File: config.mk
export PLATFORM = sky130hd
export DESIGN_NAME = adapter_fsm
export DESIGN_NICKNAME = d
export VERILOG_FILES = /design/src/dpb_pkg.sv /design/src/ppfifo_pkg.sv /design/src/adapter_fsm.sv
export SDC_FILE = /design/constraint.sdc
export NUM_CORES = 1
export LEC_CHECK = 0
export BUFFER_PORTS_ARGS = -buffer_cell sky130_fd_sc_hd__buf_2
export CELL_PAD_IN_SITES_DETAIL_PLACEMENT = 0
export CELL_PAD_IN_SITES_GLOBAL_PLACEMENT = 1
export CORE_ASPECT_RATIO = 1.2
export CORE_MARGIN = 2
export CORE_UTILIZATION = 38
export DETAILED_ROUTE_END_ITERATION = 10
export PLACE_DENSITY_LB_ADDON = 0.3
export SLEW_MARGIN = 10
export SYNTH_ARGS = -nofsm -noshare
export SYNTH_HDL_FRONTEND = slang
export SYNTH_SLANG_ARGS = --single-unit
File: constraint.sdc
create_clock -name clk -period 2.9 [get_ports clk]
set_input_delay 0.58 -clock clk [delete_from_list [all_inputs] [get_ports clk]]
set_output_delay 0.58 -clock clk [all_outputs]
set_load 0.005 [all_outputs]
File: src/dpb_pkg.sv
// Buffer widths, user-port timing and request type for the block buffer side
package dpb_pkg;

  // Buffer geometry
  localparam int ADDR_W = 8;
  localparam int DATA_W = 32;
  localparam int DEPTH  = 2 ** ADDR_W;

  // Stable-address cycles before user read data counts as valid
  localparam int MEM_WAIT = 2;

  // Width of the stable-cycle counter, wide enough to hold MEM_WAIT
  localparam int WAIT_W = $clog2(MEM_WAIT + 1);

  // One user-port request, applied every cycle
  typedef struct packed {
    logic              we;
    logic [ADDR_W-1:0] addr;
    logic [DATA_W-1:0] din;
  } bram_req_t;

endpackage

File: src/ppfifo_pkg.sv
// Ping-pong FIFO handshake types and the adapter state type, shared by the adapter modules
package ppfifo_pkg;

  // Bank size and transfer count width
  localparam int SIZE_W = 24;

  // Number of banks on the write side
  localparam int NUM_BANKS = 2;

  // Write side, status from the FIFO
  typedef struct packed {
    logic [NUM_BANKS-1:0] ready;
    logic [SIZE_W-1:0]    size;
  } pf_wr_in_t;

  // Write side, driven by the adapter
  typedef struct packed {
    logic [NUM_BANKS-1:0]       activate;
    logic                       stb;
    logic [dpb_pkg::DATA_W-1:0] data;
  } pf_wr_out_t;

  // Read side, head word and status from the FIFO
  typedef struct packed {
    logic                       ready;
    logic [SIZE_W-1:0]          size;
    logic [dpb_pkg::DATA_W-1:0] data;
  } pf_rd_in_t;

  // Read side, driven by the adapter
  typedef struct packed {
    logic activate;
    logic stb;
  } pf_rd_out_t;

  // Adapter sequencing states
  typedef enum logic [1:0] {
    IDLE        = 2'd0,
    WRITE_SETUP = 2'd1,
    WRITE       = 2'd2,
    READ        = 2'd3
  } adapter_state_t;

endpackage

File: src/adapter_fsm.sv
// Sequencer for buffer-to-FIFO and FIFO-to-buffer transfers, steering the counter and port B
`timescale 1ns/1ps

module adapter_fsm (
  input  logic                      clk,
  input  logic                      rst,
  input  logic                      i_cancel,
  input  logic                      i_wr_go,
  input  logic                      i_rd_en,
  input  ppfifo_pkg::pf_wr_in_t     i_pf_wr,
  input  logic                      i_pf_rd_ready,
  input  logic                      i_done,
  output logic                      o_clear,
  output logic                      o_count_inc,
  output logic                      o_addr_inc,
  output logic                      o_size_sel,
  output logic                      o_b_we,
  output logic [1:0]                o_wr_activate,
  output logic                      o_wr_stb,
  output logic                      o_rd_stb,
  output logic                      o_rd_activate,
  output logic [31:0]               o_num_reads,
  output logic                      o_idle
);

  ppfifo_pkg::adapter_state_t state;
  logic                       bank_free;

  assign o_idle = (state == ppfifo_pkg::IDLE);

  // Counter and address restart whenever the adapter sits idle or is cancelled
  assign o_clear = i_cancel || o_idle;

  // Read transfers use the read-side bank size
  assign o_size_sel = (state == ppfifo_pkg::READ);

  // Some bank ready and none already held
  assign bank_free = (|i_pf_wr.ready) && !(|o_wr_activate);

  always_comb begin
    o_count_inc = 1'b0;
    o_addr_inc  = 1'b0;
    case (state)
      ppfifo_pkg::WRITE: begin
        // Address runs one ahead of the registered strobe
        o_count_inc = !i_done;
        o_addr_inc  = !i_done;
      end
      ppfifo_pkg::READ: begin
        o_count_inc = o_b_we && !i_done;
        // Address follows each pop by one cycle
        o_addr_inc  = o_rd_stb;
      end
      default: begin
        o_count_inc = 1'b0;
        o_addr_inc  = 1'b0;
      end
    endcase
  end

  always_ff @(posedge clk) begin
    // Strobes and the port B write are single-cycle pulses
    o_wr_stb <= 1'b0;
    o_rd_stb <= 1'b0;
    o_b_we   <= 1'b0;
    if (rst || i_cancel) begin
      state         <= ppfifo_pkg::IDLE;
      o_wr_activate <= '0;
      o_rd_activate <= 1'b0;
      o_num_reads   <= '0;
    end else begin
      case (state)
        ppfifo_pkg::IDLE: begin
          o_wr_activate <= '0;
          o_rd_activate <= 1'b0;
          // Write strobe has priority over the read enable
          if (i_wr_go) begin
            state <= ppfifo_pkg::WRITE_SETUP;
          end else if (i_rd_en && i_pf_rd_ready) begin
            o_rd_activate <= 1'b1;
            state         <= ppfifo_pkg::READ;
          end
        end
        ppfifo_pkg::WRITE_SETUP: begin
          if (bank_free) begin
            // Bank 0 preferred
            o_wr_activate <= i_pf_wr.ready[0] ? 2'b01 : 2'b10;
            state         <= ppfifo_pkg::WRITE;
          end
        end
        ppfifo_pkg::WRITE: begin
          if (!i_done) begin
            o_wr_stb <= 1'b1;
          end else begin
            o_wr_activate <= '0;
            state         <= ppfifo_pkg::IDLE;
          end
        end
        ppfifo_pkg::READ: begin
          // Head word lands in the buffer before each pop
          o_b_we <= 1'b1;
          if (o_b_we) begin
            if (!i_done) begin
              o_rd_stb <= 1'b1;
            end else begin
              o_num_reads   <= o_num_reads + 1'b1;
              o_rd_activate <= 1'b0;
              o_b_we        <= 1'b0;
              state         <= ppfifo_pkg::IDLE;
            end
          end
        end
        default: begin
          state <= ppfifo_pkg::IDLE;
        end
      endcase
    end
  end

endmodule

After elaboration in Yosys (flattened, before gate mapping)
Index checks and enable logic that the tools add are counted.
{"block": "op_classes", "n_addsub": 1, "n_eq_ne": 8, "reduce_logical": 19, "muxes": 19, "bitwise": 3}
{"op": "$add 32x1->32 const B", "count": 1}
{"op": "$mux 2", "count": 8}
{"op": "$reduce_and 3->1", "count": 4}
{"op": "$pmux 2 s4", "count": 1}
{"op": "$reduce_or 2->1", "count": 4}
{"op": "$mux 1", "count": 6}
{"op": "$ne 2x2->1 const B", "count": 3}
{"op": "$pmux 1 s2", "count": 3}
{"op": "$pmux 2 s3", "count": 1}
{"op": "$eq 2x2->1 const B", "count": 2}
{"op": "$logic_and 1x1->1", "count": 3}
{"op": "$ne 3x2->1 const B", "count": 1}
{"op": "$not 1->1", "count": 3}
{"op": "$reduce_bool 3->1", "count": 1}
{"op": "$reduce_or 3->1", "count": 1}
{"op": "$eq 2x1->1 const B", "count": 1}
{"op": "$logic_not 1->1", "count": 2}
{"op": "$logic_not 2->1", "count": 1}
{"op": "$logic_or 1x1->1", "count": 2}
{"op": "$ne 2x1->1 const B", "count": 1}
{"op": "$reduce_bool 2->1", "count": 1}
{"block": "totals", "register_bits": 40, "out_inout_bits": 43}

Longest topological paths before layout
{"block": "depth", "word_depth": 5, "mapped_depth": 7, "ltp_nobuf": 4}

Worst setup path before layout
No wires, ideal clock.
{"block": "synth_path", "path_type": "input to register", "startpoint": "input i_done", "endpoint": "register o_num_reads[27]", "setup_time_ns": 0.072, "t_arrival_ns": 1.650, "slack_ns": 1.179, "path_buffers": 2, "path_stages": 6, "path_cell_list": "and4_4 > buf_12 > nand2_4 > buf_6 > nor4_1 > mux2i_1"}
{"block": "synth_via", "elab_chain_len": 1}
{"element": "from (decl)", "line": "adapter_fsm.sv:12", "rtl": "input logic i_done,"}
{"element": "$reduce_and 3->1 (no source line)"}
{"element": "to (signal assigned)", "line": "adapter_fsm.sv:106", "rtl": "o_num_reads <= o_num_reads + 1'b1;"}
{"element": "to (decl)", "line": "adapter_fsm.sv:22", "rtl": "output logic [31:0] o_num_reads,"}
Every way passes these cells.
A chain may end at the register's enable or synchronous reset.

Worst setup path after layout
{"block": "layout_path", "startpoint": "register state[0]", "endpoint": "output o_clear"}
{"block": "layout_via", "elab_chain_len": 2}
{"element": "from (decl)", "line": "adapter_fsm.sv:26", "rtl": "ppfifo_pkg::adapter_state_t state;"}
{"element": "from (signal assigned)", "line": "adapter_fsm.sv:67", "rtl": "state <= ppfifo_pkg::IDLE;"}
{"element": "from (signal assigned)", "line": "adapter_fsm.sv:78", "rtl": "state <= ppfifo_pkg::WRITE_SETUP;"}
{"element": "from (signal assigned)", "line": "adapter_fsm.sv:81", "rtl": "state <= ppfifo_pkg::READ;"}
{"element": "$logic_not 2->1", "line": "adapter_fsm.sv:29", "rtl": "assign o_idle = (state == ppfifo_pkg::IDLE);"}
{"element": "$logic_or 1x1->1", "line": "adapter_fsm.sv:32", "rtl": "assign o_clear = i_cancel || o_idle;"}
{"element": "to (decl)", "line": "adapter_fsm.sv:13", "rtl": "output logic o_clear,"}
Every way passes these cells.

==> flow_summary.yaml <==
timing:
  fin_crit_sh_pct: 68.35
  rsz0062_at_grt: "false"
  fin_setup_tns_ns: 0
  finalHoldViolCount: 0
  timing.final.max_slew_violations: 0
  setup_slack_ns: 0.9179
  post-route-min-period_ns: 1.982
  final-setup-viol-count: 0
  relSlewSlack_pct: 59.86
  hold_slack_ns: 0.4712
  worst_pin_slew_ns: 0.6021
  clock_skew_ns: 0.005921
  fmax_ghz: 0.5045
die:
  chipHeight_microns: 83.61
  die_x_microns: 70.34
  rows: 29
  dieArea_sq_um: 5881
  initial_core_util_pct: 38.68
  pin_count: 76
  coreArea_sq_um: 5189
global_routing:
  grt_max_degree: 31
  globalRouteTotalUtil_pct: 16.36
  grt_pass1_wl_mm: 7.790
  antenna_found_initial: 0
  grt_pass1_vias: 1603
  grt.overflow.total: 0
worst_setup_path:
  cp_num_buf_inv: 1
  cp_top_family: "flip-flops"
  cp_data_required_time_ns: 2.32
  start_kind: "register"
  cp-end-kind: "output pin"
  crit_fanout: 13
  worst_ep_arrival_time_ns: 1.40
  worstSetupPathType: "reg -> out"
  slowest_stage: "dfxtp_1"
  slowest_delay_ns: 0.56
  crit_path_cell_trace: "nor2_1 > or2_2 > buf_2"
finish:
  final_cells: 339
  fin_nets: 311
  final_area_sq_um: 2372
  diodes: 0
  layout-area-overhead-vs-synth_pct: 18.20
  drive_above_1_share_pct: 24.91
  fillers: 547
logic_synthesis:
  synth.distinct_cells: 43
  yosys.area.top_type_share_pct: 39.90
  synth_most_common_cell: "dfxtp_1"
  ys_warn_count: 0
  synth_nets: 263
  syn_inst: 229
  async_reset_ff_share_pct: 0
  ys_seq_area_share_pct: 39.90
  synth_seq_cells: 40
  syn_avg_cell_area_sq_um: 8.764
  syn_area_sq_um: 2007
  synth-edff-count: 0
  synth_commonest_cells: "40 x dfxtp_1, 19 x a21oi_1, 19 x nand2_1"
  synth_area_leader_cell: "dfxtp_1"
  synth-main-ff-cell: "dfxtp_1"
  synthTopCellsByArea: "dfxtp_1 40%, a21oi_1 4.7%, or4_1 4.1%"
routing:
  first_pass_iters: 4
  drtAntennaViolNets: 0
  vias_per_cell: 5.566
  drtIter0Drc: 78
  vias: 1887
  routedWlPerCell_microns: 14.12
  drc: 0
  wirelength_mm: 4.786
place:
  placed_cells: 332
  dpl_cell_area_sq_um: 2276
  post-place-ws_ns: 0.8045
  io_buffers: 51
  routabilityCongestion: 0.7526
  hpwl_mm: 3.366
cts:
  ctsResizeCount: 0
  cts_setup_buffers: 0
  cts_tree: "done"
  htree_num_levels: 2
  cts-root-buf: "clkbuf_8"
  clockBufferDepth: 2
  clk_latency_ns: 0.29
  cts.sinks: 40
  cts_made_buffers: 5
  cts.reportedPaths.clkPinSlew_ns: 0.08
  cts_hold_buf: 0
pwr:
  ir_drop_mv: 0.2013
  power_density_nw_per_um2: 425.1
  p_leak_nw: 0.9300
status:
  outcome: "complete, no violations"
run:
  drv_cap: 0
hold_path:
  min_path_type: "reg -> reg"
## stage by stage
step | util (%) | power (mW)
after floorplan | - | 0.5979
after global placement | 43.86 | 0.6179
after detailed placement | 43.86 | 0.6181
after CTS | 45.72 | 1.026
after global routing | 45.72 | 1.056
final | 45.72 | 1.009
## placed cells by master, fill, tap and decap left out, types with 2 or more instances in the layout
cell type,count
o31ai_1,9
and3_1,2
xor2_1,7
nand4_1,13
xnor2_1,2
nor4_1,8
inv_1,6
or2_2,2
nand2_4,2
nand3_1,8
or3_1,11
nor2_1,15
a211oi_1,2
nand2b_1,2
clkbuf_8,7
and2_1,3
or4_1,11
a2111oi_0,2
nor4_2,2
buf_2,51
nand2_1,19
o21ai_0,6
o21a_1,2
and4_1,5
a21oi_1,19
dfxtp_1,40
mux2i_1,8
## sequential cells by signal, summed over array words and instances (netlist names)
| name | flops |
|---|---|
| o_wr_activate | 2 |
| o_wr_stb | 1 |
| o_b_we | 1 |
| state | 2 |
| o_num_reads | 32 |
| o_rd_activate | 1 |
| o_rd_stb | 1 |
## power by group
group          switching [mW]  total [mW]  leakage [nW]  internal (mW)
sequential            0.00576       0.557         0.322          0.551
combinational          0.0286      0.0474         0.557         0.0189
clock                   0.192       0.404        0.0503          0.212
## final timing paths
check | cells past startpoint | end | slack, ns | start
hold / removal | 2 | o_num_reads[31] | 0.47 | o_num_reads[31]
setup reg to reg | 4 | o_num_reads[22] | 0.93 | state[0]
hold reg to reg | 2 | o_num_reads[31] | 0.47 | o_num_reads[31]
setup / recovery | 3 | o_clear | 0.92 | state[0]
## worst reg2reg max path: cells and delay by family (launching register included)
kind	cells	cell delay [ns]
flops	1	0.56
simple gates	3	1.21
compound gates	1	0.14
## kinds of logic after synthesis
logic type	Yosys count	synth area share (%)
AO/OA/AOI/OAI	44	13.72
XOR/XNOR	9	3.928
adder cells (fa/ha/maj)	1	0.6233
buffers and inverters	17	4.676
flip-flops	40	39.90
multiplexers	8	3.990
AND/OR/NAND/NOR	110	33.17
## per-layer routing
metal | share of wire (%) | vias to the layer above | track usage [%]
met4 | 0.96 | 0 | 4.196
met3 | 3.7 | 4 | 3.623
li1 | - | 964 | -
met1 | 47 | 879 | 22.63
met2 | 48 | 40 | 25.73
met5 | 0 | - | 0
## area by class of cell
class / count / area [sq um] / share of cell area, %
Clock buffer: 7 / 96.34 / 4.061
Inverter: 6 / 22.52 / 0.9494
Multi-Input combinational cell: 172 / 1112 / 46.89
Timing Repair Buffer: 52 / 262.8 / 11.08
Sequential cell: 40 / 800.8 / 33.76
Tap cell: 62 / 77.57 / 3.270
Note: power is estimated with default switching activity, not from simulation.
