===== config.mk =====
export PLATFORM = sky130hd
export DESIGN_NAME = bram_valid_tracker
export DESIGN_NICKNAME = d
export VERILOG_FILES = /design/src/dpb_pkg.sv /design/src/bram_valid_tracker.sv
export SDC_FILE = /design/constraint.sdc
export NUM_CORES = 1
export LEC_CHECK = 0
export ABC_AREA = 1
export BUFFER_PORTS_ARGS = -buffer_cell sky130_fd_sc_hd__buf_2
export CORE_MARGIN = 2
export CORE_UTILIZATION = 32
export DETAILED_ROUTE_END_ITERATION = 10
export PLACE_DENSITY = 0.56
export SLEW_MARGIN = 15
export SYNTH_ARGS = -nofsm -noshare
export SYNTH_HDL_FRONTEND = slang
export SYNTH_SLANG_ARGS = --single-unit

===== constraint.sdc =====
create_clock -name clk -period 1.9 [get_ports clk]
set_input_delay 0.475 -clock clk [delete_from_list [all_inputs] [get_ports clk]]
set_output_delay 0.475 -clock clk [all_outputs]
set_load 0.1 [all_outputs]

===== src/dpb_pkg.sv =====
// Buffer widths, user-port timing and request type for the block buffer side
package dpb_pkg;

  // Buffer geometry
  localparam int ADDR_W = 8;
  localparam int DATA_W = 32;
  localparam int DEPTH  = 2 ** ADDR_W;

  // Stable-address cycles before user read data counts as valid
  localparam int MEM_WAIT = 2;

  // Width of the stable-cycle counter, wide enough to hold MEM_WAIT
  localparam int WAIT_W = $clog2(MEM_WAIT + 1);

  // One user-port request, applied every cycle
  typedef struct packed {
    logic              we;
    logic [ADDR_W-1:0] addr;
    logic [DATA_W-1:0] din;
  } bram_req_t;

endpackage


===== src/bram_valid_tracker.sv =====
// Flags user read data valid once the user address has held steady for the wait time
`timescale 1ns/1ps

module bram_valid_tracker (
  input  logic                       clk,
  input  logic                       rst,
  input  logic [dpb_pkg::ADDR_W-1:0] i_addr,
  output logic                       o_valid
);

  logic [dpb_pkg::ADDR_W-1:0] prev_addr;
  logic [dpb_pkg::WAIT_W-1:0] wait_count;
  logic                       addr_same;

  assign addr_same = (prev_addr == i_addr);

  // Count is the number of cycles the current address has been seen
  always_ff @(posedge clk) begin
    if (rst) begin
      prev_addr  <= '0;
      wait_count <= dpb_pkg::WAIT_W'(dpb_pkg::MEM_WAIT);
    end else if (!addr_same) begin
      // New address counts as its first cycle
      prev_addr  <= i_addr;
      wait_count <= dpb_pkg::WAIT_W'(1);
    end else if (wait_count < dpb_pkg::WAIT_W'(dpb_pkg::MEM_WAIT)) begin
      wait_count <= wait_count + 1'b1;
    end
  end

  assign o_valid = addr_same && (wait_count == dpb_pkg::WAIT_W'(dpb_pkg::MEM_WAIT));

endmodule


==> Word-level counts from Yosys, hierarchy flattened <==
Index checks and enable logic that the tools add are counted.
{ "op_classes": {"n_addsub": 1, "magnitude_cmp": 1, "n_eq_ne": 3, "muxes": 2, "reduce_logical": 1} }
{ "ops": {"columns": ["op", "n"], "rows": [
  ["$eq 8x8->1", 1],
  ["$mux 2", 2],
  ["$add 2x1->2 const B", 1],
  ["$eq 2x2->1 const B", 1],
  ["$lt 2x2->1 const B", 1],
  ["$ne 2x1->1 const B", 1],
  ["$logic_and 1x1->1", 1]
]} }
{ "totals": {"regBits": 10, "in_bits": 10, "out_inout_bits": 1, "wordCells": 10} }

==> Depth between registers and ports, before layout <==
Gate-level depths: netlist of run 1.
{ "depth": {"word_depth": 3, "mapped_depth": 8, "mapped_depth_nobuf": 8} }

==> Worst setup path before layout of run 1 <==
Ideal clock, no wire load.
{ "synth_path": {"kind": "input to output", "startpoint": "input port i_addr[6] (netlist name)", "endpoint": "output port o_valid", "t_arrival_ns": 1.575, "required_ns": 1.425, "setup_slack_ns": -0.150, "path_stages": 4, "path_buffers": 0, "path_cell_list": "xnor2_1 > nand2_1 > nor2_2 > and3_1"} }
{ "synth_via": {"elab_chain_len": 2} }
{ "synth_lines": {"columns": ["item", "line", "text"], "rows": [
  ["start, declared", "bram_valid_tracker.sv:7", "input logic [dpb_pkg::ADDR_W-1:0] i_addr,"],
  ["$eq 8x8->1", "bram_valid_tracker.sv:15", "assign addr_same = (prev_addr == i_addr);"],
  ["$logic_and 1x1->1", "bram_valid_tracker.sv:31", "assign o_valid = addr_same && (wait_count == dpb_pkg::WAIT_W'(dpb_pkg::MEM_WAIT));"],
  ["end, declared", "bram_valid_tracker.sv:8", "output logic o_valid"]
]} }
No other way between the ends.

==> Final worst setup path of run 1 <==
{ "layout_path": {"startpoint": "input port i_addr[4] (netlist name)", "endpoint": "output port o_valid"} }
Same word-level chain as after synthesis.

==> results of run 1 <==
[per-layer routing]
| layer | up-vias | GRT usage | wire length, µm |
|---|---|---|---|
| li1 | 205 | - | - |
| met1 | 156 | 0.117 | 295 |
| met2 | 7 | 0.113 | 267 |
| met3 | 2 | 0.0261 | 25 |
| met4 | 0 | 0.0774 | 12 |
| met5 | - | 0 | 0 |
[worst max-delay path by stage]
stage | from | endpoint | slack, ns | cells past startpoint
2_1_floorplan | i_addr[6] | o_valid | 0.13 | 4
5_1_grt | prev_addr[2]$_SDFFE_PP0P_ | o_valid | 0.02 | 5
3_3_place_gp | i_addr[7] | o_valid | 0.11 | 6
3_5_place_dp | i_addr[4] | o_valid | 0.10 | 8
6_report | i_addr[4] | o_valid | 0.11 | 8
4_1_cts | prev_addr[7]$_SDFFE_PP0P_ | o_valid | 0.09 | 5
[registers in the layout, summed over array words and instances, names as in the netlist]
name / cells
prev_addr: 8
wait_count: 2
[stage by stage]
stage	area (µm²)	power [mW]	utilization	cells	setup slack, ns
finish	574	0.466	0.436	91	0.111
global route	574	0.499	0.436	91	0.0156
CTS	567	0.474	0.430	90	0.0928
detailed placement	531	0.285	0.403	86	0.101
global placement	531	0.284	0.403	86	0.111
floorplan	458	0.270	-	62	0.134
[repair_timing]
| item | CTS | global route |
|---|---|---|
| endpoints found under the setup margin | 0 | 1 |
| setup buffers | 0 | 1 |
| gates resized for setup | 0 | 0 |
[cell usage in the layout (no fill, tap or decap)]
cell type / instances
clkbuf_8: 1
xnor2_1: 5
clkbuf_4: 3
nand2_2: 2
dfxtp_1: 10
nor2_2: 2
xor2_1: 1
ha_1: 1
buf_12: 1
buf_2: 9
buf_4: 1
inv_1: 13
inv_2: 2
nand2_1: 14
nand3_1: 2
and3_2: 1
nor2_1: 8
[kinds of logic after synthesis]
kind of cell	count (synthesis)	synth area share
DFF	10	0.438
buffers and inverters	16	0.148
and+or+nand+nor	29	0.271
xor gates and xnor gates	6	0.115
adders and majority gates	1	0.0274
[power breakdown]
group | internal, mW | total (mW) | switching, mW
clock | 0.116 | 0.185 | 0.0687
sequential | 0.221 | 0.227 | 0.00550
combinational | 0.0267 | 0.0544 | 0.0276
[final cells by class]
cell class                 instances  area (µm²)  area share
tap                               15        18.8      0.0327
multi-input combinational         36         190       0.331
inverter                          15        56.3      0.0980
sequential                        10         200       0.349
timing repair buffer              11        72.6       0.126
clock buffer                       4        36.3      0.0632
[critical path: cells and delay by family]
kind,cells,cell delay (ns)
simple gates,5,0.52
buf+inv,3,0.33
==> results by group, run 1 <==
Critical path
  • Slowest stage delay, CP: 0.22 ns
  • FF-to-FF setup slack: 0.88 ns
  • Crit-path max FO: 3
  • Worst setup EP type: primary output
  • CP cell instances: buf_2, inv_2, nand2_1, nand2_1, nand2_2, nor2_2, and3_2, buf_12
  • Worst reg2reg path depth: 7
  • Critical Path RT: 1.42 ns
  • Crit path kind: input pin to primary output
  • WP data arrival: 1.31 ns
  • Crit-path most repeated cell: nand2_1
  • Worst r2r src: prev_addr[3]$_SDFFE_PP0P_
  • Worst setup SP type: input pin
  • Worst r2r dst: wait_count[0]$_SDFFE_PP0P_
  • Slowest CP cell: and3_2

Clocking
  • Root buf cell: clkbuf_4
  • Clk_lat worst skew: 0.26 ns
  • Clk slew on worst S/H paths: 0.07 ns
  • CTS tree: yes
  • CTS max path bufs: 2
  • Clk sink count: 10
  • Hold_buf cts: 0
  • Htree depth: 1
  • Number of buffers created by CTS: 3

Detailed routing
  • TritonRoute pass-1 iters: 2
  • Routed WL per cell: 6.60 µm
  • Initial DRC Count: 1
  • DRC Markers: 0
  • Drt total wl: 601 µm
  • Post-DR vias/cell: 4.07
  • DR vias: 370
  • Post-route antenna net violation count: 0

Yosys
  • Yosys Warn Count: 0
  • Top FF cell, synth: dfxtp_1
  • Synth area leader: dfxtp_1
  • Yosys cell types: 13
  • Syn_nets: 73
  • Most instantiated library cell after synthesis: nand2_1
  • Yosys reg bits: 10
  • Post-Syn Area: 457 µm²
  • Cells after Synth: 62
  • Sequential area share after synthesis: 0.438
  • Async SR Flop Fraction: 0
  • Synth top cells by count: 14 x nand2_1, 13 x inv_1, 10 x dfxtp_1
  • EDFF count, synth: 0
  • Synth area leaders: dfxtp_1 44%, nand2_1 12%, inv_1 11%, xnor2_1 9.6%, nor2_1 6.6%
  • Avg Cell Area, Syn: 7.37 µm²
  • Post-synth top area share: 0.438

Global route
  • Initial antenna violation count: 0
  • Largest net degree at the start of global routing: 10
  • First-pass GRT wire length: 1.15 mm
  • GRT Overall Usage: 0.0882
  • Vias in the first global route: 307
  • Grt ovf: 0

STA
  • Final hold vios: 0
  • Final setup violation count: 0
  • Fin Hold WS: 0.437 ns
  • Worst Max-Slew Pin Slew: 0.162 ns
  • Setup TNS: 0 ns
  • Worst Clk Skew: 0.00274 ns
  • Achievable Freq: 559 MHz
  • Period Utilization, post-route: 0.942
  • Final period demand of the worst path: 1.79 ns
  • RSZ-0062 raised after global routing: false
  • Final Max Tran Viols: 0
  • Worst rel slew slack: 0.892

Cells and area
  • Nets: 88
  • Antenna cells: 0
  • Filler cell count: 147
  • Area growth syn-to-layout: 25.8%
  • Layout cells sized above 1: 0.289

Min path
  • Min-Delay Path Depth: 3
  • Hold endpoint: prev_addr[6]$_SDFFE_PP0P_
  • Worst hold path type: input pin to register
  • Hold Startpoint: i_addr[6]

Power
  • Leakage Power: 0.313 nW
  • Maximum VDD drop: 0.364 mV
  • Power Density: 811 nW/µm²

Floorplanning
  • IO Count: 11
  • Die area: 1750 µm²
  • FP Rows: 13
  • Total core area: 1320 µm²
  • Die width: 41.8 µm
  • Initial core utilization: 0.347
  • Die height: 41.8 µm

Flow run
  • Max cap viols: 0

Status
  • Status: completed

Placed design
  • Hpwl dp: 502 µm
  • RePlAce Congestion: 0.699
  • Port bufs: 10
No activity file was read; power rests on OpenSTA's default activity.
==> inputs of run 2 (changes only) <==
ABC_AREA = unset   (was 1)
CORE_AREA = 2 2 39 41   (was unset)
CORE_MARGIN = unset   (was 2)
CORE_UTILIZATION = unset   (was 32)
DIE_AREA = 0 0 41 43   (was unset)
PLACE_DENSITY = 0.55   (was 0.56)
==> results by group, run 2 <==
Yosys
  • Sequential area share after synthesis: 0.502 (+0.0632)
  • Async SR Flop Fraction: 0 (unchanged)
  • Most instantiated library cell after synthesis: dfxtp_1
  • Cells after Synth: 38 (-39%)
  • Post-Synth XOR/XNOR Area: 0.197 (+0.0824)
  • EDFF count, synth: 0 (unchanged)
  • Avg Cell Area, Syn: 10.5 µm² (+43%)
  • Multiplexer share of the synthesized area: 0 (unchanged)
  • Synth area leaders: dfxtp_1 50%, xnor2_1 20%, nor2b_1 14%, ha_1 3.1%, inv_1 2.8%
  • Largest family of logic cells by synthesized area: XOR/XNOR gates
  • Yosys Warn Count: 0 (unchanged)
  • Synth area leader: dfxtp_1
  • Yosys reg bits: 10 (unchanged)
  • Syn_nets: 49 (-33%)
  • Post-synthesis compound-gate area fraction: 0.0502 (+0.0502)
  • Top FF cell, synth: dfxtp_1
  • Yosys cell types: 10 (-3)
  • Synth top cells by count: 10 x dfxtp_1, 9 x nor2b_1, 9 x xnor2_1
  • Synth Area in Simple Gates: 0.191 (-0.0800)
  • Post-synth top area share: 0.502 (+0.0632)
  • Post-Syn Area: 399 µm² (-13%)
  • Adder-Cell Fraction of Synth Area: 0.0313 (+0.00395)

Critical path
  • WP data arrival: 1.47 ns (+0.16 ns)
  • Critical Path Sink: o_valid
  • Crit-path max FO: 2 (-1)
  • FF-to-FF setup slack: 0.44 ns (-0.44 ns)
  • Worst reg2reg path depth: 5 (-2)
  • Worst r2r dst: wait_count[0]$_SDFFE_PP0P_
  • Worst r2r src: prev_addr[3]$_SDFFE_PP0P_
  • Critical Path RT: 1.42 ns (about the same)
  • Crit path kind: input pin to primary output
  • Crit. Startpoint: i_addr[3]
  • Worst setup EP type: primary output
  • Worst setup SP type: input pin

Clocking
  • Htree depth: 1 (unchanged)
  • Number of buffers created by CTS: 3 (unchanged)
  • Hold_buf cts: 0 (unchanged)
  • CTS max path bufs: 2 (unchanged)
  • Root buf cell: clkbuf_4
  • Clk slew on worst S/H paths: 0.06 ns (about the same)
  • Clk_lat worst skew: 0.25 ns (about the same)
  • CTS tree: yes
  • Clk sink count: 10 (unchanged)

STA
  • Worst Max-Slew Pin Slew: 0.293 ns (+0.132 ns)
  • Final Max Tran Viols: 0 (unchanged)
  • Achievable Freq: 515 MHz (-7.9%)
  • Worst rel slew slack: 0.802 (-0.0903)
  • Final setup violation count: 1 (+1)
  • Period Utilization, post-route: 1.02 (+0.0812)
  • RSZ-0062 raised after global routing: true
  • Setup TNS: -0.0436 ns (-0.0436 ns)
  • Final hold vios: 0 (unchanged)
  • Worst Clk Skew: 0.000392 ns (-0.00235 ns)
  • Final period demand of the worst path: 1.94 ns (+0.154 ns)
  • Final WS setup: -0.0436 ns (-0.154 ns)

Detailed routing
  • DR vias: 305 (-18%)
  • DRC Markers: 0 (unchanged)
  • Initial DRC Count: 1 (unchanged)
  • Post-route antenna net violation count: 0 (unchanged)
  • Drt total wl: 679 µm (+13%)
  • Post-DR vias/cell: 4.42 (+8.7%)
  • Routed WL per cell: 9.84 µm (+49%)
  • TritonRoute pass-1 iters: 4 (+2)

Cells and area
  • Register area: 204 µm² (+1.9%)
  • Most frequent cells in the layout: 9 x nor2b_1, 7 x dfxtp_1, 6 x xnor2_1, 5 x buf_2, 4 x buf_6
  • Final Instance Area: 588 µm² (+2.4%)
  • Nets: 66 (-25%)
  • Layout cells sized above 1: 0.415 (+0.126)
  • Max FFs per register: 8 (unchanged)
  • Commonest non-fill, non-tap cell in the layout: nor2b_1
  • Area growth syn-to-layout: 47.3%
  • Filler cell count: 143 (-2.7%)
  • Area occupied by multi-input gates: 225 µm² (+18%)
  • Top reg by flops: prev_addr
  • Antenna cells: 0 (unchanged)
  • Biggest regs: prev_addr: 8 flops, wait_count: 2 flops

Status
  • Status: finished, violations left
  • Failing checks: negative setup slack

Floorplanning
  • Die height: 43 µm (+2.9%)
  • Die width: 41 µm (-1.9%)
  • Die area: 1760 µm² (+1.0%)
  • FP Rows: 14 (+1)
  • IO Count: 11 (unchanged)
  • Initial core utilization: 0.288 (-0.0582)
  • Total core area: 1380 µm² (+5.0%)

Global route
  • Grt ovf: 0 (unchanged)
  • Initial antenna violation count: 0 (unchanged)
  • GRT Overall Usage: 0.101 (+0.0127)
  • First-pass GRT wire length: 1.17 mm (+1.2%)
  • Vias in the first global route: 289 (-5.9%)
  • Largest net degree at the start of global routing: 10 (unchanged)

Power
  • Clock share of power: 0.316 (-0.081)
  • Int Power: 0.335 mW (-8.1%)
  • Sw Ratio: 0.229 (+0.0103)
  • Psw: 0.0994 mW (-2.5%)
  • Maximum VDD drop: 0.294 mV (-19%)
  • Combinational share of power: 0.156 (+0.039)
  • Power Density: 738 nW/µm² (-9.0%)
  • Leakage Power: 0.245 nW (-22%)
  • Seq pwr share: 0.527 (+0.041)

Placed design
  • Port bufs: 10 (unchanged)
  • RePlAce Congestion: 0.642 (-8.2%)
  • Placed cell area: 499 µm² (-5.9%)
  • Pre-CTS WS: -0.116 ns (-0.217 ns)
  • Hpwl dp: 500 µm (-0.32%)

Flow run
  • Max cap viols: 0 (unchanged)

Min path
  • Worst hold path type: input pin to register
run 2: metrics by stage:
| stage | cells | power, mW | hold slack (ns) | utilization |
|---|---|---|---|---|
| floorplan | 38 | 0.267 | 0.521 | - |
| global placement | 64 | 0.285 | 0.541 | 0.361 |
| detailed placement | 64 | 0.286 | 0.567 | 0.361 |
| CTS | 69 | 0.444 | 0.421 | 0.425 |
| global route | 69 | 0.458 | 0.430 | 0.425 |
| finish | 69 | 0.434 | 0.430 | 0.425 |
run 2: layer usage:
| metal | vias to the layer above | track usage | share of wire |
|---|---|---|---|
| li1 | 153 | - | - |
| met1 | 146 | 0.108 | 0.42 |
| met2 | 4 | 0.153 | 0.55 |
| met3 | 2 | 0.0157 | 0.018 |
| met4 | 0 | 0.100 | 0.018 |
| met5 | - | 0 | 0 |
run 2: kinds of logic after synthesis:
| group | count (synthesis) |
|---|---|
| AND/OR/NAND/NOR | 13 |
| flip-flops | 10 |
| XOR/XNOR | 9 |
| buffers and inverters | 3 |
| AO/OA/AOI/OAI | 2 |
| adder cells (fa/ha/maj) | 1 |
run 2: power groups by stage:
stage          Clock (mW)  Sequential, mW  Combinational (mW)
4_1_cts             0.147           0.229              0.0684
3_5_place_dp            0           0.232              0.0548
2_1_floorplan           0           0.231              0.0359
3_3_place_gp            0           0.231              0.0540
5_1_grt             0.154           0.230              0.0741
6_report            0.137           0.229              0.0678
run 2: what timing repair did:
| item | 4_1_cts | 5_1_grt |
|---|---|---|
| pin swaps | 6 | 1 |
| buffers inserted | 2 | 0 |
| resized for setup | 10 | 0 |
| gates cloned | 0 | 0 |
| setup endpoints to repair | 1 | 1 |
run 2: worst min-delay path by stage:
stage,cells past startpoint,from,slack (ns),end
6_report,2,i_addr[7],0.43,prev_addr[7]$_SDFFE_PP0P_
5_1_grt,2,i_addr[7],0.43,prev_addr[7]$_SDFFE_PP0P_
4_1_cts,2,i_addr[7],0.42,prev_addr[7]$_SDFFE_PP0P_
3_5_place_dp,2,wait_count[1]$_SDFFE_PP1P_,0.57,wait_count[1]$_SDFFE_PP1P_
3_3_place_gp,2,wait_count[1]$_SDFFE_PP1P_,0.54,wait_count[1]$_SDFFE_PP1P_
2_1_floorplan,2,wait_count[1]$_SDFFE_PP1P_,0.52,wait_count[1]$_SDFFE_PP1P_
run 2: worst max-delay path: stages:
cell and delay, ns:
buf_6 0.10, xnor2_2 0.15, nand4_1 0.18, nor4_4 0.35, buf_12 0.21
run 2: area by class of cell:
| cell class | count | share of cell area |
|---|---|---|
| well taps | 16 | 0.0340 |
| multi-input cells | 25 | 0.383 |
| flip-flops and latches | 10 | 0.347 |
| inverters | 3 | 0.0191 |
| repair buffers | 12 | 0.179 |
| clock buffers | 3 | 0.0383 |
