**src/dpb_pkg.sv**
```systemverilog
// Buffer widths, user-port timing and request type for the block buffer side
package dpb_pkg;

  // Buffer geometry
  localparam int ADDR_W = 8;
  localparam int DATA_W = 32;
  localparam int DEPTH  = 2 ** ADDR_W;

  // Stable-address cycles before user read data counts as valid
  localparam int MEM_WAIT = 2;

  // Width of the stable-cycle counter, wide enough to hold MEM_WAIT
  localparam int WAIT_W = $clog2(MEM_WAIT + 1);

  // One user-port request, applied every cycle
  typedef struct packed {
    logic              we;
    logic [ADDR_W-1:0] addr;
    logic [DATA_W-1:0] din;
  } bram_req_t;

endpackage

```
**src/ppfifo_pkg.sv**
```systemverilog
// Ping-pong FIFO handshake types and the adapter state type, shared by the adapter modules
package ppfifo_pkg;

  // Bank size and transfer count width
  localparam int SIZE_W = 24;

  // Number of banks on the write side
  localparam int NUM_BANKS = 2;

  // Write side, status from the FIFO
  typedef struct packed {
    logic [NUM_BANKS-1:0] ready;
    logic [SIZE_W-1:0]    size;
  } pf_wr_in_t;

  // Write side, driven by the adapter
  typedef struct packed {
    logic [NUM_BANKS-1:0]       activate;
    logic                       stb;
    logic [dpb_pkg::DATA_W-1:0] data;
  } pf_wr_out_t;

  // Read side, head word and status from the FIFO
  typedef struct packed {
    logic                       ready;
    logic [SIZE_W-1:0]          size;
    logic [dpb_pkg::DATA_W-1:0] data;
  } pf_rd_in_t;

  // Read side, driven by the adapter
  typedef struct packed {
    logic activate;
    logic stb;
  } pf_rd_out_t;

  // Adapter sequencing states
  typedef enum logic [1:0] {
    IDLE        = 2'd0,
    WRITE_SETUP = 2'd1,
    WRITE       = 2'd2,
    READ        = 2'd3
  } adapter_state_t;

endpackage

```
**src/xfer_counter.sv**
```systemverilog
// Transfer word counter and port B address for the adapter, with a done flag against the size
`timescale 1ns/1ps

module xfer_counter (
  input  logic                          clk,
  input  logic                          rst,
  input  logic                          i_clear,
  input  logic                          i_count_inc,
  input  logic                          i_addr_inc,
  input  logic [ppfifo_pkg::SIZE_W-1:0] i_size,
  output logic [dpb_pkg::ADDR_W-1:0]    o_addr,
  output logic                          o_done
);

  logic [ppfifo_pkg::SIZE_W-1:0] count;

  // Words strobed so far in the current transfer
  always_ff @(posedge clk) begin
    if (rst || i_clear) begin
      count <= '0;
    end else if (i_count_inc) begin
      count <= count + 1'b1;
    end
  end

  // Port B address, advanced on its own since reads lag the strobe
  always_ff @(posedge clk) begin
    if (rst || i_clear) begin
      o_addr <= '0;
    end else if (i_addr_inc) begin
      o_addr <= o_addr + 1'b1;
    end
  end

  // Greater-or-equal also covers a zero-size bank
  assign o_done = (count >= i_size);

endmodule
```
**config.mk**
```make
export PLATFORM = sky130hd
export DESIGN_NAME = xfer_counter
export DESIGN_NICKNAME = d
export VERILOG_FILES = /design/src/dpb_pkg.sv /design/src/ppfifo_pkg.sv /design/src/xfer_counter.sv
export SDC_FILE = /design/constraint.sdc
export NUM_CORES = 1
export LEC_CHECK = 0
export BUFFER_PORTS_ARGS = -buffer_cell sky130_fd_sc_hd__buf_2
export CAP_MARGIN = 10
export CORE_MARGIN = 2
export CORE_UTILIZATION = 55
export DETAILED_ROUTE_END_ITERATION = 12
export PLACE_DENSITY = 0.82
export SLEW_MARGIN = 15
export SYNTH_ARGS = -nofsm -noshare
export SYNTH_HDL_FRONTEND = slang
export SYNTH_SLANG_ARGS = --single-unit
```
**constraint.sdc**
```tcl
create_clock -name clk -period 2.4 [get_ports clk]
set_input_delay 0.36 -clock clk [delete_from_list [all_inputs] [get_ports clk]]
set_output_delay 0.36 -clock clk [all_outputs]
set_load 0.005 [all_outputs]
```
# == Word level (Yosys, flattened, before mapping) ==
# Cells that the tools add are included.
# W data, S select, Z words.
# word_totals
regBits,32
# classes
n_lt_le_gt_ge,1
reduce_logical,1
add_sub_neg,2
# op_table
cell,n
$add A24 B1 Y24 const B,1
$ge A24 B24 Y1,1
$add A8 B1 Y8 const B,1
$logic_or A1 B1 Y1,1

# == Logic depth before layout (Yosys ltp) ==
# Gate-level depths: netlist (run 1).
# logic_depth
depth_word,1
ltp_mapped,6
mapped_depth_nobuf,6

# == Worst setup path after synthesis (run 1) ==
# Ideal clock, no wire load.
# synth_timing
path_kind,flip-flop to output port
from,register count[0] in the netlist's numbering
to,output port o_done
setup_slack_ns,0.554
arrival_ns,1.486
stages_incl_launch_ff,7
required_ns,2.040
path_buffers,0
path_cell_list,dfxtp_1 inv_1 ha_1 nand2b_1 a2111oi_0 o311a_1 o211ai_1
# synth_via
elab_chain_cells,1
# synth_rtl
item,line_no,text
start: declaration,xfer_counter.sv:15,logic [ppfifo_pkg::SIZE_W-1:0] count;
start signal: assignment,xfer_counter.sv:22,count <= count + 1'b1;
$ge A24 B24 Y1,xfer_counter.sv:36,assign o_done = (count >= i_size);
end: declaration,xfer_counter.sv:12,output logic o_done
# Every way passes these cells.

# == Worst setup path in the final report (run 1) ==
# layout_timing
from,register count[9] in the netlist's numbering
to,output port o_done
# The elaborated chain is that of the path after synthesis.

==> impl_results.md, run 1 <==
- Status: finished clean
- Unrepaired setup endpoints after global routing: no
- # DRC: 0
- H-Tree Depth: 2
- CP bufs+invs: 1
- Post-Synth Adder-Cell Area: 16.0%
- Min Clock Period, post-route: 2.27 ns
- Post-DP HPWL: 2890 um
- Multiplexer share of the synthesized area: 0.984%
- Worst reg2reg path depth: 5
- FILL cells: 315
- Crit. End Element: output port
- Final WS setup: 0.130 ns
- RD Place Congestion: 0.763
- Synthesized area: 2030 um^2
- Setup tns final: 0 ns
- Worst Min Path Start: i_addr_inc
- Clock Pin Slew Worst Setup and Hold Paths: 0.07 ns
- CTS tree: done
- Hold Crit Depth: 3
- Vias: 1,793
- Worst path arrival time: 1.91 ns
- Final worst-path cycle share: 94.6%
- Die extent in x: 64.8 um
- # rows: 22
- Final #Nets: 337
- Dpl ws: 0.193 ns
- Total Die Area: 4200 um^2
- CP required: 2.04 ns
- Clk_lat worst skew: 0.28 ns
- HP Class: input pin to flop
- CTS root buf: clkbuf_8
- Total gr overflow: 0
- R2r endpoint: count[16]
- Core ar.: 3610 um^2
- Total track usage: 19.7%
- Largest net degree at the start of global routing: 33
- Critical Path Max Stage Delay: 0.36 ns
- Static leakage: 1.06 nW
- Simple-Gate Fraction of Synth Area: 22.9%
- Compound-Gate Fraction of Synth Area: 14.8%
- Post-synth top area share: 31.5%
- Worst-case vdd ir drop: 0.525 mV
- Commonest cells post-synth: dfxtp_1 (32), inv_1 (27), ha_1 (26), a21oi_1 (23), nor2_1 (20)
- P&R area growth vs syn: 17.5%
- Post-synth ARST share: 0%
- Syn Area/Cell: 8.37 um^2
- Post-synthesis instance total: 243
- Critical path cell sequence: ha_1 > a21oi_1 > o21a_1 > a2111o_1 > o211ai_1 > buf_2
- Dominant cell type by area after synthesis: dfxtp_1
- Mapped Nets: 298
- Synth Register Bits: 32
- Post-Synth XOR/XNOR Area: 6.89%
- Placed cells: 323
- Worst slew pin tran: 0.607 ns
- FF-to-FF Start: count[1]
- Post-synth cell types: 35
- Largest family of logic cells by synthesized area: simple AND/OR/NAND/NOR gates
- Crit-path leading delay family: compound AO/OA/AOI/OAI gates
- Die height: 64.8 um
- Final hold violations: 0
- Final ANT Viol Nets: 0
- # IOs: 38
- Final-report setup violation count: 0
- Drt first pass iters: 4
- Detailed Route WL: 3900 um
- Leading post-synthesis cells by cell area: dfxtp_1 (31%), ha_1 (16%), a21oi_1 (5.7%), inv_1 (5.0%), xor2_1 (3.9%)
- Routed len/inst: 11.8 um
- TritonCTS Buffers: 5
- Initial antenna violation count: 0
- Slowest-stage cell, CP: dfxtp_1
- Initial Util: 56.4%
- Most used DFF post-synth: dfxtp_1
- Post-Layout Cell Count: 331
- Post-CTS Setup Bufs: 0
- EDFF count, synth: 0
- Sequential fraction of the synthesis area: 31.5%
- Fmax: 440 MHz
- WHS Endpoint: o_addr[0]
- DRT iter0 DRCs: 67
- IO Port Bufs: 37
- CTS Buffer Depth: 2
- Relative slew margins: 59.5%
- Yosys warns: 0
- Startpoint types: flop
- Critical path fanouts, max: 6
- Pwr/cell area: 473 nW/um^2
- Via density: 5.42
- Max Clock Skew: 0.00601 ns
- Kind of critical path: flop to output port
- Max Cap Viol: 0
- Number of global-route vias before repair: 1,556
- Pins Over Slew Limit: 0
- First-pass GRT wire length: 6660 um
- Reg2reg setup slack: 0.41 ns
- ANT cells: 0
- Layout cells sized above 1: 20.5%
- Top-count cell post-synth: dfxtp_1
- # clock sinks: 32
where the power goes:
| part | switching [mW] | total [mW] | internal, mW | leakage [nW] |
|---|---|---|---|---|
| Clock | 0.202 | 0.509 | 0.307 | 0.0541 |
| Sequential | 0.00229 | 0.536 | 0.533 | 0.258 |
| Combinational | 0.0424 | 0.0859 | 0.0434 | 0.745 |
through the flow:
stage                     area, um^2  total power, mW  hold slack [ns]  util [%]
final                           2390             1.13            0.412      66.3
after global placement          2260            0.627            0.467      62.8
after CTS                       2380             1.14            0.401      66.0
after detailed placement        2260            0.629            0.488      62.8
after floorplan                 2030            0.593            0.456         -
after global routing            2390             1.18            0.413      66.3
registers in the layout, summed over array words and instances, names as in the netlist:
register,cells
o_addr,8
count,24
worst max-delay path by stage:
| stage | start | endpoint | slack (ns) | depth (start not counted) |
|---|---|---|---|---|
| after floorplan | count[0] | o_done | 0.55 | 6 |
| after global placement | i_size[0] | o_done | 0.22 | 8 |
| after detailed placement | i_size[0] | o_done | 0.19 | 8 |
| after CTS | count[0] | o_done | 0.03 | 8 |
| after global routing | count[9] | o_done | 0.02 | 6 |
| final | count[9] | o_done | 0.13 | 6 |
metal layers:
layer / track usage [%] / routed length (um) / up-vias / part of all wire [%]
met5: 0 / 0 / - / 0
met4: 6.38 / 38 / 0 / 0.97
met3: 3.13 / 175 / 4 / 4.5
met2: 33.4 / 1820 / 36 / 47
met1: 25.5 / 1870 / 806 / 48
li1: - / - / 947 / -
layout by cell type, fill, tap and decap left out, drive strengths merged, types with 2 or more instances in the layout:
cell	count
a21o	2
a21oi	23
and3	3
and4	2
buf	40
clkbuf	5
dfxtp	32
ha	26
inv	27
mux2i	2
nand2	16
nand3	6
nand4	13
nor2	20
nor4	4
o21a	4
o21ai	7
o31ai	8
or3	9
or4	8
xnor2	7
xor2	9
worst register-to-register path: stages, from the launching register on:
cell and delay (ns):
dfxtp_1 0.43, ha_1 0.21, nand3_1 0.17, or3_1 0.49, or4_1 0.44, a21oi_1 0.17
logic make-up after synthesis:
family / after synthesis
buf+inv: 35
mux: 2
flops: 32
compound gates: 49
fa+ha+maj: 26
simple gates: 83
xor+xnor: 16
what timing repair did:
| action | in CTS | in global routing |
|---|---|---|
| hold buffers | 0 | 0 |
| gates cloned | 0 | 0 |
| gates resized for setup | 2 | 2 |
| setup endpoints to repair | 1 | 1 |
| pin swaps | 0 | 1 |
layout make-up:
| type | instances | area (um^2) | area share (%) |
|---|---|---|---|
| Tap cell | 48 | 60.1 | 2.51 |
| Sequential cell | 32 | 642 | 26.9 |
| Clock buffer | 5 | 68.8 | 2.88 |
| Multi-Input combinational cell | 176 | 1270 | 53.0 |
| Inverter | 27 | 101 | 4.24 |
| Clock inverter | 3 | 42.5 | 1.78 |
| Timing Repair Buffer | 40 | 208 | 8.69 |
No activity file was read; power rests on OpenSTA's default activity.
==> run 2, diff against run 1 <==
--- a/config.mk
+++ b/config.mk
@@ -8,9 +8,9 @@
 export BUFFER_PORTS_ARGS = -buffer_cell sky130_fd_sc_hd__buf_2
 export CAP_MARGIN = 10
 export CORE_MARGIN = 2
-export CORE_UTILIZATION = 55
+export CORE_UTILIZATION = 58
 export DETAILED_ROUTE_END_ITERATION = 12
-export PLACE_DENSITY = 0.82
+export PLACE_DENSITY = 0.86
 export SLEW_MARGIN = 15
 export SYNTH_ARGS = -nofsm -noshare
 export SYNTH_HDL_FRONTEND = slang
==> constraint.sdc (replaced) <==
create_clock -name clk -period 2.8 [get_ports clk]
set_input_delay 0.42 -clock clk [delete_from_list [all_inputs] [get_ports clk]]
set_output_delay 0.42 -clock clk [all_outputs]
set_load 0.005 [all_outputs]
==> run 2 against run 1 <==
First-iteration DRC count grew 27%; highest routed layer unchanged; critical endpoint unchanged; clock-buffer cell count grew 1; combinational power shrank 19%.
==> impl_results.md, run 2 (synthesis gave the netlist of run 1 again) <==
- Relative slew margins: 60.4% (+0.90 points)
- Most frequent cells in the layout: buf_2 (37), dfxtp_1 (32), inv_1 (27)
- Top flop regs: count (24), o_addr (8)
- CP required: 2.38 ns (+0.34 ns)
- Hold Crit Depth: 3 (unchanged)
- Post-DP HPWL: 2900 um (+0.22%)
- Die height: 63.2 um (-2.5%)
- Most common cell after layout, fill and taps aside: buf_2
- Clk_lat worst skew: 0.33 ns (+0.05 ns)
- RD Place Congestion: 0.794 (+4.1%)
- Dpl ws: 0.456 ns (+0.263 ns)
- Pwr Total: 769 uW (-32%)
- Total Die Area: 4000 um^2 (-4.9%)
- Post-CTS Setup Bufs: 0 (unchanged)
- Post-Layout Cell Count: 326 (-1.5%)
- Reg2reg setup slack: 0.80 ns (+0.39 ns)
- Detailed Route WL: 3800 um (-2.7%)
- FF-to-FF Start: count[1]
- Crit. End Element: output port
- Fin Hold WS: 0.436 ns (+0.0241 ns)
- Final ANT Viol Nets: 0 (unchanged)
- IO Port Bufs: 37 (unchanged)
- Worst Min Path Start: i_addr_inc
- Die extent in x: 63.2 um (-2.5%)
- Startpoint types: flop
- Critical path fanouts, max: 4 (-2)
- R2r endpoint: count[20]
- Worst slew pin tran: 0.593 ns (-0.0135 ns)
- Setup tns final: 0 ns (unchanged)
- Min Clock Period, post-route: 2.57 ns
- Number of flip-flops in the largest register: 24 (unchanged)
- ANT cells: 0 (unchanged)
- Final-report setup violation count: 0 (unchanged)
- Biggest register: count
- Final hold violations: 0 (unchanged)
- Post_cts resized: 0 (-2)
- Status: finished clean
- Initial Util: 60.5% (+4.1 points)
- Worst path arrival time: 2.15 ns (+0.24 ns)
- CTS tree: done
- Footprint of the multi-input gates: 1260 um^2 (-0.59%)
- DRT iter0 DRCs: 85 (+27%)
- Pins Over Slew Limit: 0 (unchanged)
- Number of global-route vias before repair: 1,601 (+2.9%)
- Storage element area: 641 um^2 (-0.20%)
- Final worst-path cycle share: 91.9%
- Initial antenna violation count: 0 (unchanged)
- Drt first pass iters: 4 (unchanged)
- Layout cells sized above 1: 18.6% (-1.9 points)
- HP Class: input pin to flop
- Max Cap Viol: 0 (unchanged)
- CTS Buffer Depth: 2 (unchanged)
- Final Util: 68.3% (+2.1 points)
- Hold-fix buffers, CTS: 0 (unchanged)
- Total track usage: 20.2% (+0.51 points)
- Fmax: 389 MHz
- Worst-case vdd ir drop: 0.288 mV (-45%)
- Pwr/cell area: 334 nW/um^2 (-29%)
- # clock sinks: 32 (unchanged)
- Final WS setup: 0.227 ns (+0.0977 ns)
- Core ar.: 3360 um^2 (-6.7%)
- P&R area growth vs syn: 13.0%
- WHS Endpoint: o_addr[1]
- Fin area: 2300 um^2 (-3.8%)
- Worst reg2reg path depth: 5 (unchanged)
- Kind of critical path: flop to output port
- Placed cells: 319 (-1.2%)
- Total gr overflow: 0 (unchanged)
- Via density: 5.42 (+0.12%)
- First-pass GRT wire length: 6620 um (-0.62%)
- DP Area: 2250 um^2 (-0.77%)
- H-Tree Depth: 2 (unchanged)
- Max Clock Skew: 0.0124 ns (+0.00642 ns)
- Vias: 1,768 (-1.4%)
- TritonCTS Buffers: 5 (unchanged)
- Final #Nets: 335 (-0.59%)
- Unrepaired setup endpoints after global routing: no
- Largest net degree at the start of global routing: 33 (unchanged)
- # IOs: 38 (unchanged)
- Routed len/inst: 11.6 um (-1.2%)
- CTS root buf: clkbuf_4
- Clock Pin Slew Worst Setup and Hold Paths: 0.09 ns (+0.02 ns)
- Static leakage: 1.02 nW (-3.9%)
- # DRC: 0 (unchanged)
- # rows: 21 (-4.5%)
- FILL cells: 310 (-1.6%)
run 2: worst max-delay path, stage by stage (launching register included):
cell	delay (ns)
dfxtp_1	0.43
inv_1	0.07
ha_1	0.26
nand2b_1	0.15
a2111oi_2	0.35
buf_4	0.17
o311a_1	0.16
o211ai_1	0.11
buf_2	0.14
run 2: power by group:
part	leakage (nW)	switching, mW	total (mW)	internal, mW
Combinational	0.730	0.0346	0.0693	0.0347
Sequential	0.258	0.00277	0.460	0.457
Clock	0.0281	0.148	0.240	0.0924
Total	1.02	0.185	0.769	0.584
run 2: layout make-up:
class,count,share of cell area (%)
Clock inverter,1,0.218
Inverter,27,4.41
Tap cell,46,2.50
Clock buffer,6,1.80
Timing Repair Buffer,38,8.38
Sequential cell,32,27.9
Multi-Input combinational cell,176,54.8
run 2: worst max path at each step:
stage                    start      to  depth (start not counted)
floorplan           i_size[11]  o_done                          6
global placement     i_size[0]  o_done                          8
detailed placement   i_size[0]  o_done                          8
CTS                   count[0]  o_done                          8
global route          count[0]  o_done                          8
finish                count[0]  o_done                          8
run 2: layer usage:
layer / part of all wire, % / vias to the layer above / GRT usage (%)
li1: - / 951 / -
met1: 50 / 774 / 25.4
met2: 44 / 38 / 34.4
met3: 5.0 / 5 / 3.75
met4: 1.2 / 0 / 7.34
met5: 0 / - / 0
==> run 3, diff against run 2 <==
--- a/config.mk
+++ b/config.mk
@@ -8,9 +8,9 @@
 export BUFFER_PORTS_ARGS = -buffer_cell sky130_fd_sc_hd__buf_2
 export CAP_MARGIN = 10
 export CORE_MARGIN = 2
-export CORE_UTILIZATION = 58
+export CORE_UTILIZATION = 55
 export DETAILED_ROUTE_END_ITERATION = 12
-export PLACE_DENSITY = 0.86
+export PLACE_DENSITY = 0.82
 export SLEW_MARGIN = 15
 export SYNTH_ARGS = -nofsm -noshare
 export SYNTH_HDL_FRONTEND = slang
==> constraint.sdc (replaced) <==
create_clock -name clk -period 2.9 [get_ports clk]
set_input_delay 0.435 -clock clk [delete_from_list [all_inputs] [get_ports clk]]
set_output_delay 0.435 -clock clk [all_outputs]
set_load 0.005 [all_outputs]
==> run 3 against run 2 <==
Sequential cell count did not move; sequential power fell by 3%; clock skew fell by 0.0056 ns; critical path depth did not move; largest cell class unchanged.
==> impl_results.md, run 3 (synthesis gave the netlist of run 1 again) <==
- Max Cap Viol: 0 (unchanged)
- Switching Fraction: 21.8% (-2.3 points)
- Most frequent cells in the layout: buf_2 (37), dfxtp_1 (32), inv_1 (27)
- Static leakage: 1.04 nW (+2.4%)
- Number of global-route vias before repair: 1,582 (-1.2%)
- Hold-fix buffers, CTS: 0 (unchanged)
- Max Clock Skew: 0.00686 ns (-0.00558 ns)
- Number of flip-flops in the largest register: 24 (unchanged)
- Fmax: 369 MHz
- FF-to-FF Start: count[10]
- Initial Util: 56.4% (-4.1 points)
- Final worst-path cycle share: 93.5%
- Initial antenna violation count: 0 (unchanged)
- Post-CTS Setup Bufs: 0 (unchanged)
- Vias: 1,750 (-1.0%)
- Final ANT Viol Nets: 0 (unchanged)
- Worst Min Path Start: o_addr[7]
- Logic pwr share: 7.0% (-2.0 points)
- CP required: 2.47 ns (+0.09 ns)
- H-Tree Depth: 2 (unchanged)
- HP Class: flop to flop
- TritonCTS Buffers: 5 (unchanged)
- P_int: 728 uW (+25%)
- IO Port Bufs: 37 (unchanged)
- ANT cells: 0 (unchanged)
- Pwr/cell area: 395 nW/um^2 (+18%)
- Kind of critical path: flop to output port
- Pins Over Slew Limit: 0 (unchanged)
- Clock Pin Slew Worst Setup and Hold Paths: 0.06 ns (-0.03 ns)
- FILL cells: 318 (+2.6%)
- Biggest register: count
- CTS tree: done
- Critical path fanouts, max: 4 (unchanged)
- Total Die Area: 4200 um^2 (+5.1%)
- Psw: 202 uW (+9.5%)
- Clock power frac: 45.3% (+14 points)
- Setup tns final: 0 ns (unchanged)
- Final hold violations: 0 (unchanged)
- Unrepaired setup endpoints after global routing: no
- Worst slew pin tran: 0.593 ns (-0.000582 ns)
- Final #Nets: 335 (unchanged)
- Routed len/inst: 11.7 um (+0.45%)
- Total track usage: 19.8% (-0.45 points)
- Via density: 5.32 (-1.9%)
- CP Launch Point: count[0]
- Layout cells sized above 1: 18.5% (-0.066 points)
- Largest net degree at the start of global routing: 33 (unchanged)
- Crit. End Element: output port
- Detailed Route WL: 3850 um (+1.4%)
- Worst path arrival time: 2.28 ns (+0.13 ns)
- # rows: 22 (+4.8%)
- Final-report setup violation count: 0 (unchanged)
- Relative slew margins: 60.5% (about the same)
- # IOs: 38 (unchanged)
- Post_cts resized: 0 (unchanged)
- Drt first pass iters: 4 (unchanged)
- Clk_lat worst skew: 0.29 ns (-0.04 ns)
- # DRC: 0 (unchanged)
- RD Place Congestion: 0.770 (-3.0%)
- Core ar.: 3610 um^2 (+7.2%)
- Post-DP HPWL: 2900 um (about the same)
- DRT iter0 DRCs: 35 (-59%)
- Die extent in x: 64.8 um (+2.5%)
- Top flop regs: count (24), o_addr (8)
- Worst-case vdd ir drop: 0.242 mV (-16%)
- CTS root buf: clkbuf_8
- CTS Buffer Depth: 2 (unchanged)
- First-pass GRT wire length: 6530 um (-1.4%)
- Startpoint types: flop
- Die height: 64.8 um (+2.5%)
- Pwr Total: 931 uW (+21%)
- # clock sinks: 32 (unchanged)
- Total gr overflow: 0 (unchanged)
- Min Clock Period, post-route: 2.71 ns
- Status: finished clean
- Register share of total power: 47.7% (-12 points)
- Most common cell after layout, fill and taps aside: buf_2
- P&R area growth vs syn: 15.8%
==> run 3: metrics by stage <==
step	cell area, um^2	util, %	hold slack (ns)	worst slack [ns]	cells
after floorplan	2030	-	0.456	0.956	243
after global placement	2250	62.4	0.466	0.565	321
after detailed placement	2250	62.4	0.482	0.475	321
after CTS	2360	65.3	0.474	0.167	329
after global routing	2360	65.3	0.496	0.0876	329
final	2360	65.3	0.485	0.190	329
==> run 3: critical path: stages (launching register included) <==
cell       delay, ns
dfxtp_1         0.43
inv_1           0.07
ha_1            0.27
nand2b_1        0.13
a2111oi_0       0.49
buf_4           0.19
o311a_1         0.16
o211ai_1        0.11
buf_2           0.14
==> run 3: path summary, 6_finish.rpt <==
path | end | slack (ns) | depth (start not counted)
setup / recovery | o_done | 0.19 | 8
hold / removal | o_addr[7] | 0.49 | 2
setup reg to reg | count[23] | 0.92 | 4
hold reg to reg | o_addr[7] | 0.49 | 2
==> run 3: metal layers <==
metal,wire (um),global-route usage [%],share of wire [%]
met1,1890,23.5,49
met2,1750,34.4,46
met3,145,4.69,3.8
met4,63,7.18,1.6
met5,0,0,0
==> run 3: power groups by stage <==
stage	logic [mW]	clock network, mW	registers [mW]
final	0.0651	0.422	0.444
after global routing	0.0763	0.446	0.444
after CTS	0.0665	0.430	0.444
after detailed placement	0.0660	0	0.454
after global placement	0.0639	0	0.454
after floorplan	0.0368	0	0.454
==> run 3: cell type report <==
type,count,area (um^2),area share (%)
Sequential cell,32,641,27.2
Inverter,27,101,4.30
Multi-Input combinational cell,176,1250,53.2
Clock inverter,2,35.0,1.49
Clock buffer,6,72.6,3.08
Tap cell,48,60.1,2.55
Timing Repair Buffer,38,193,8.18
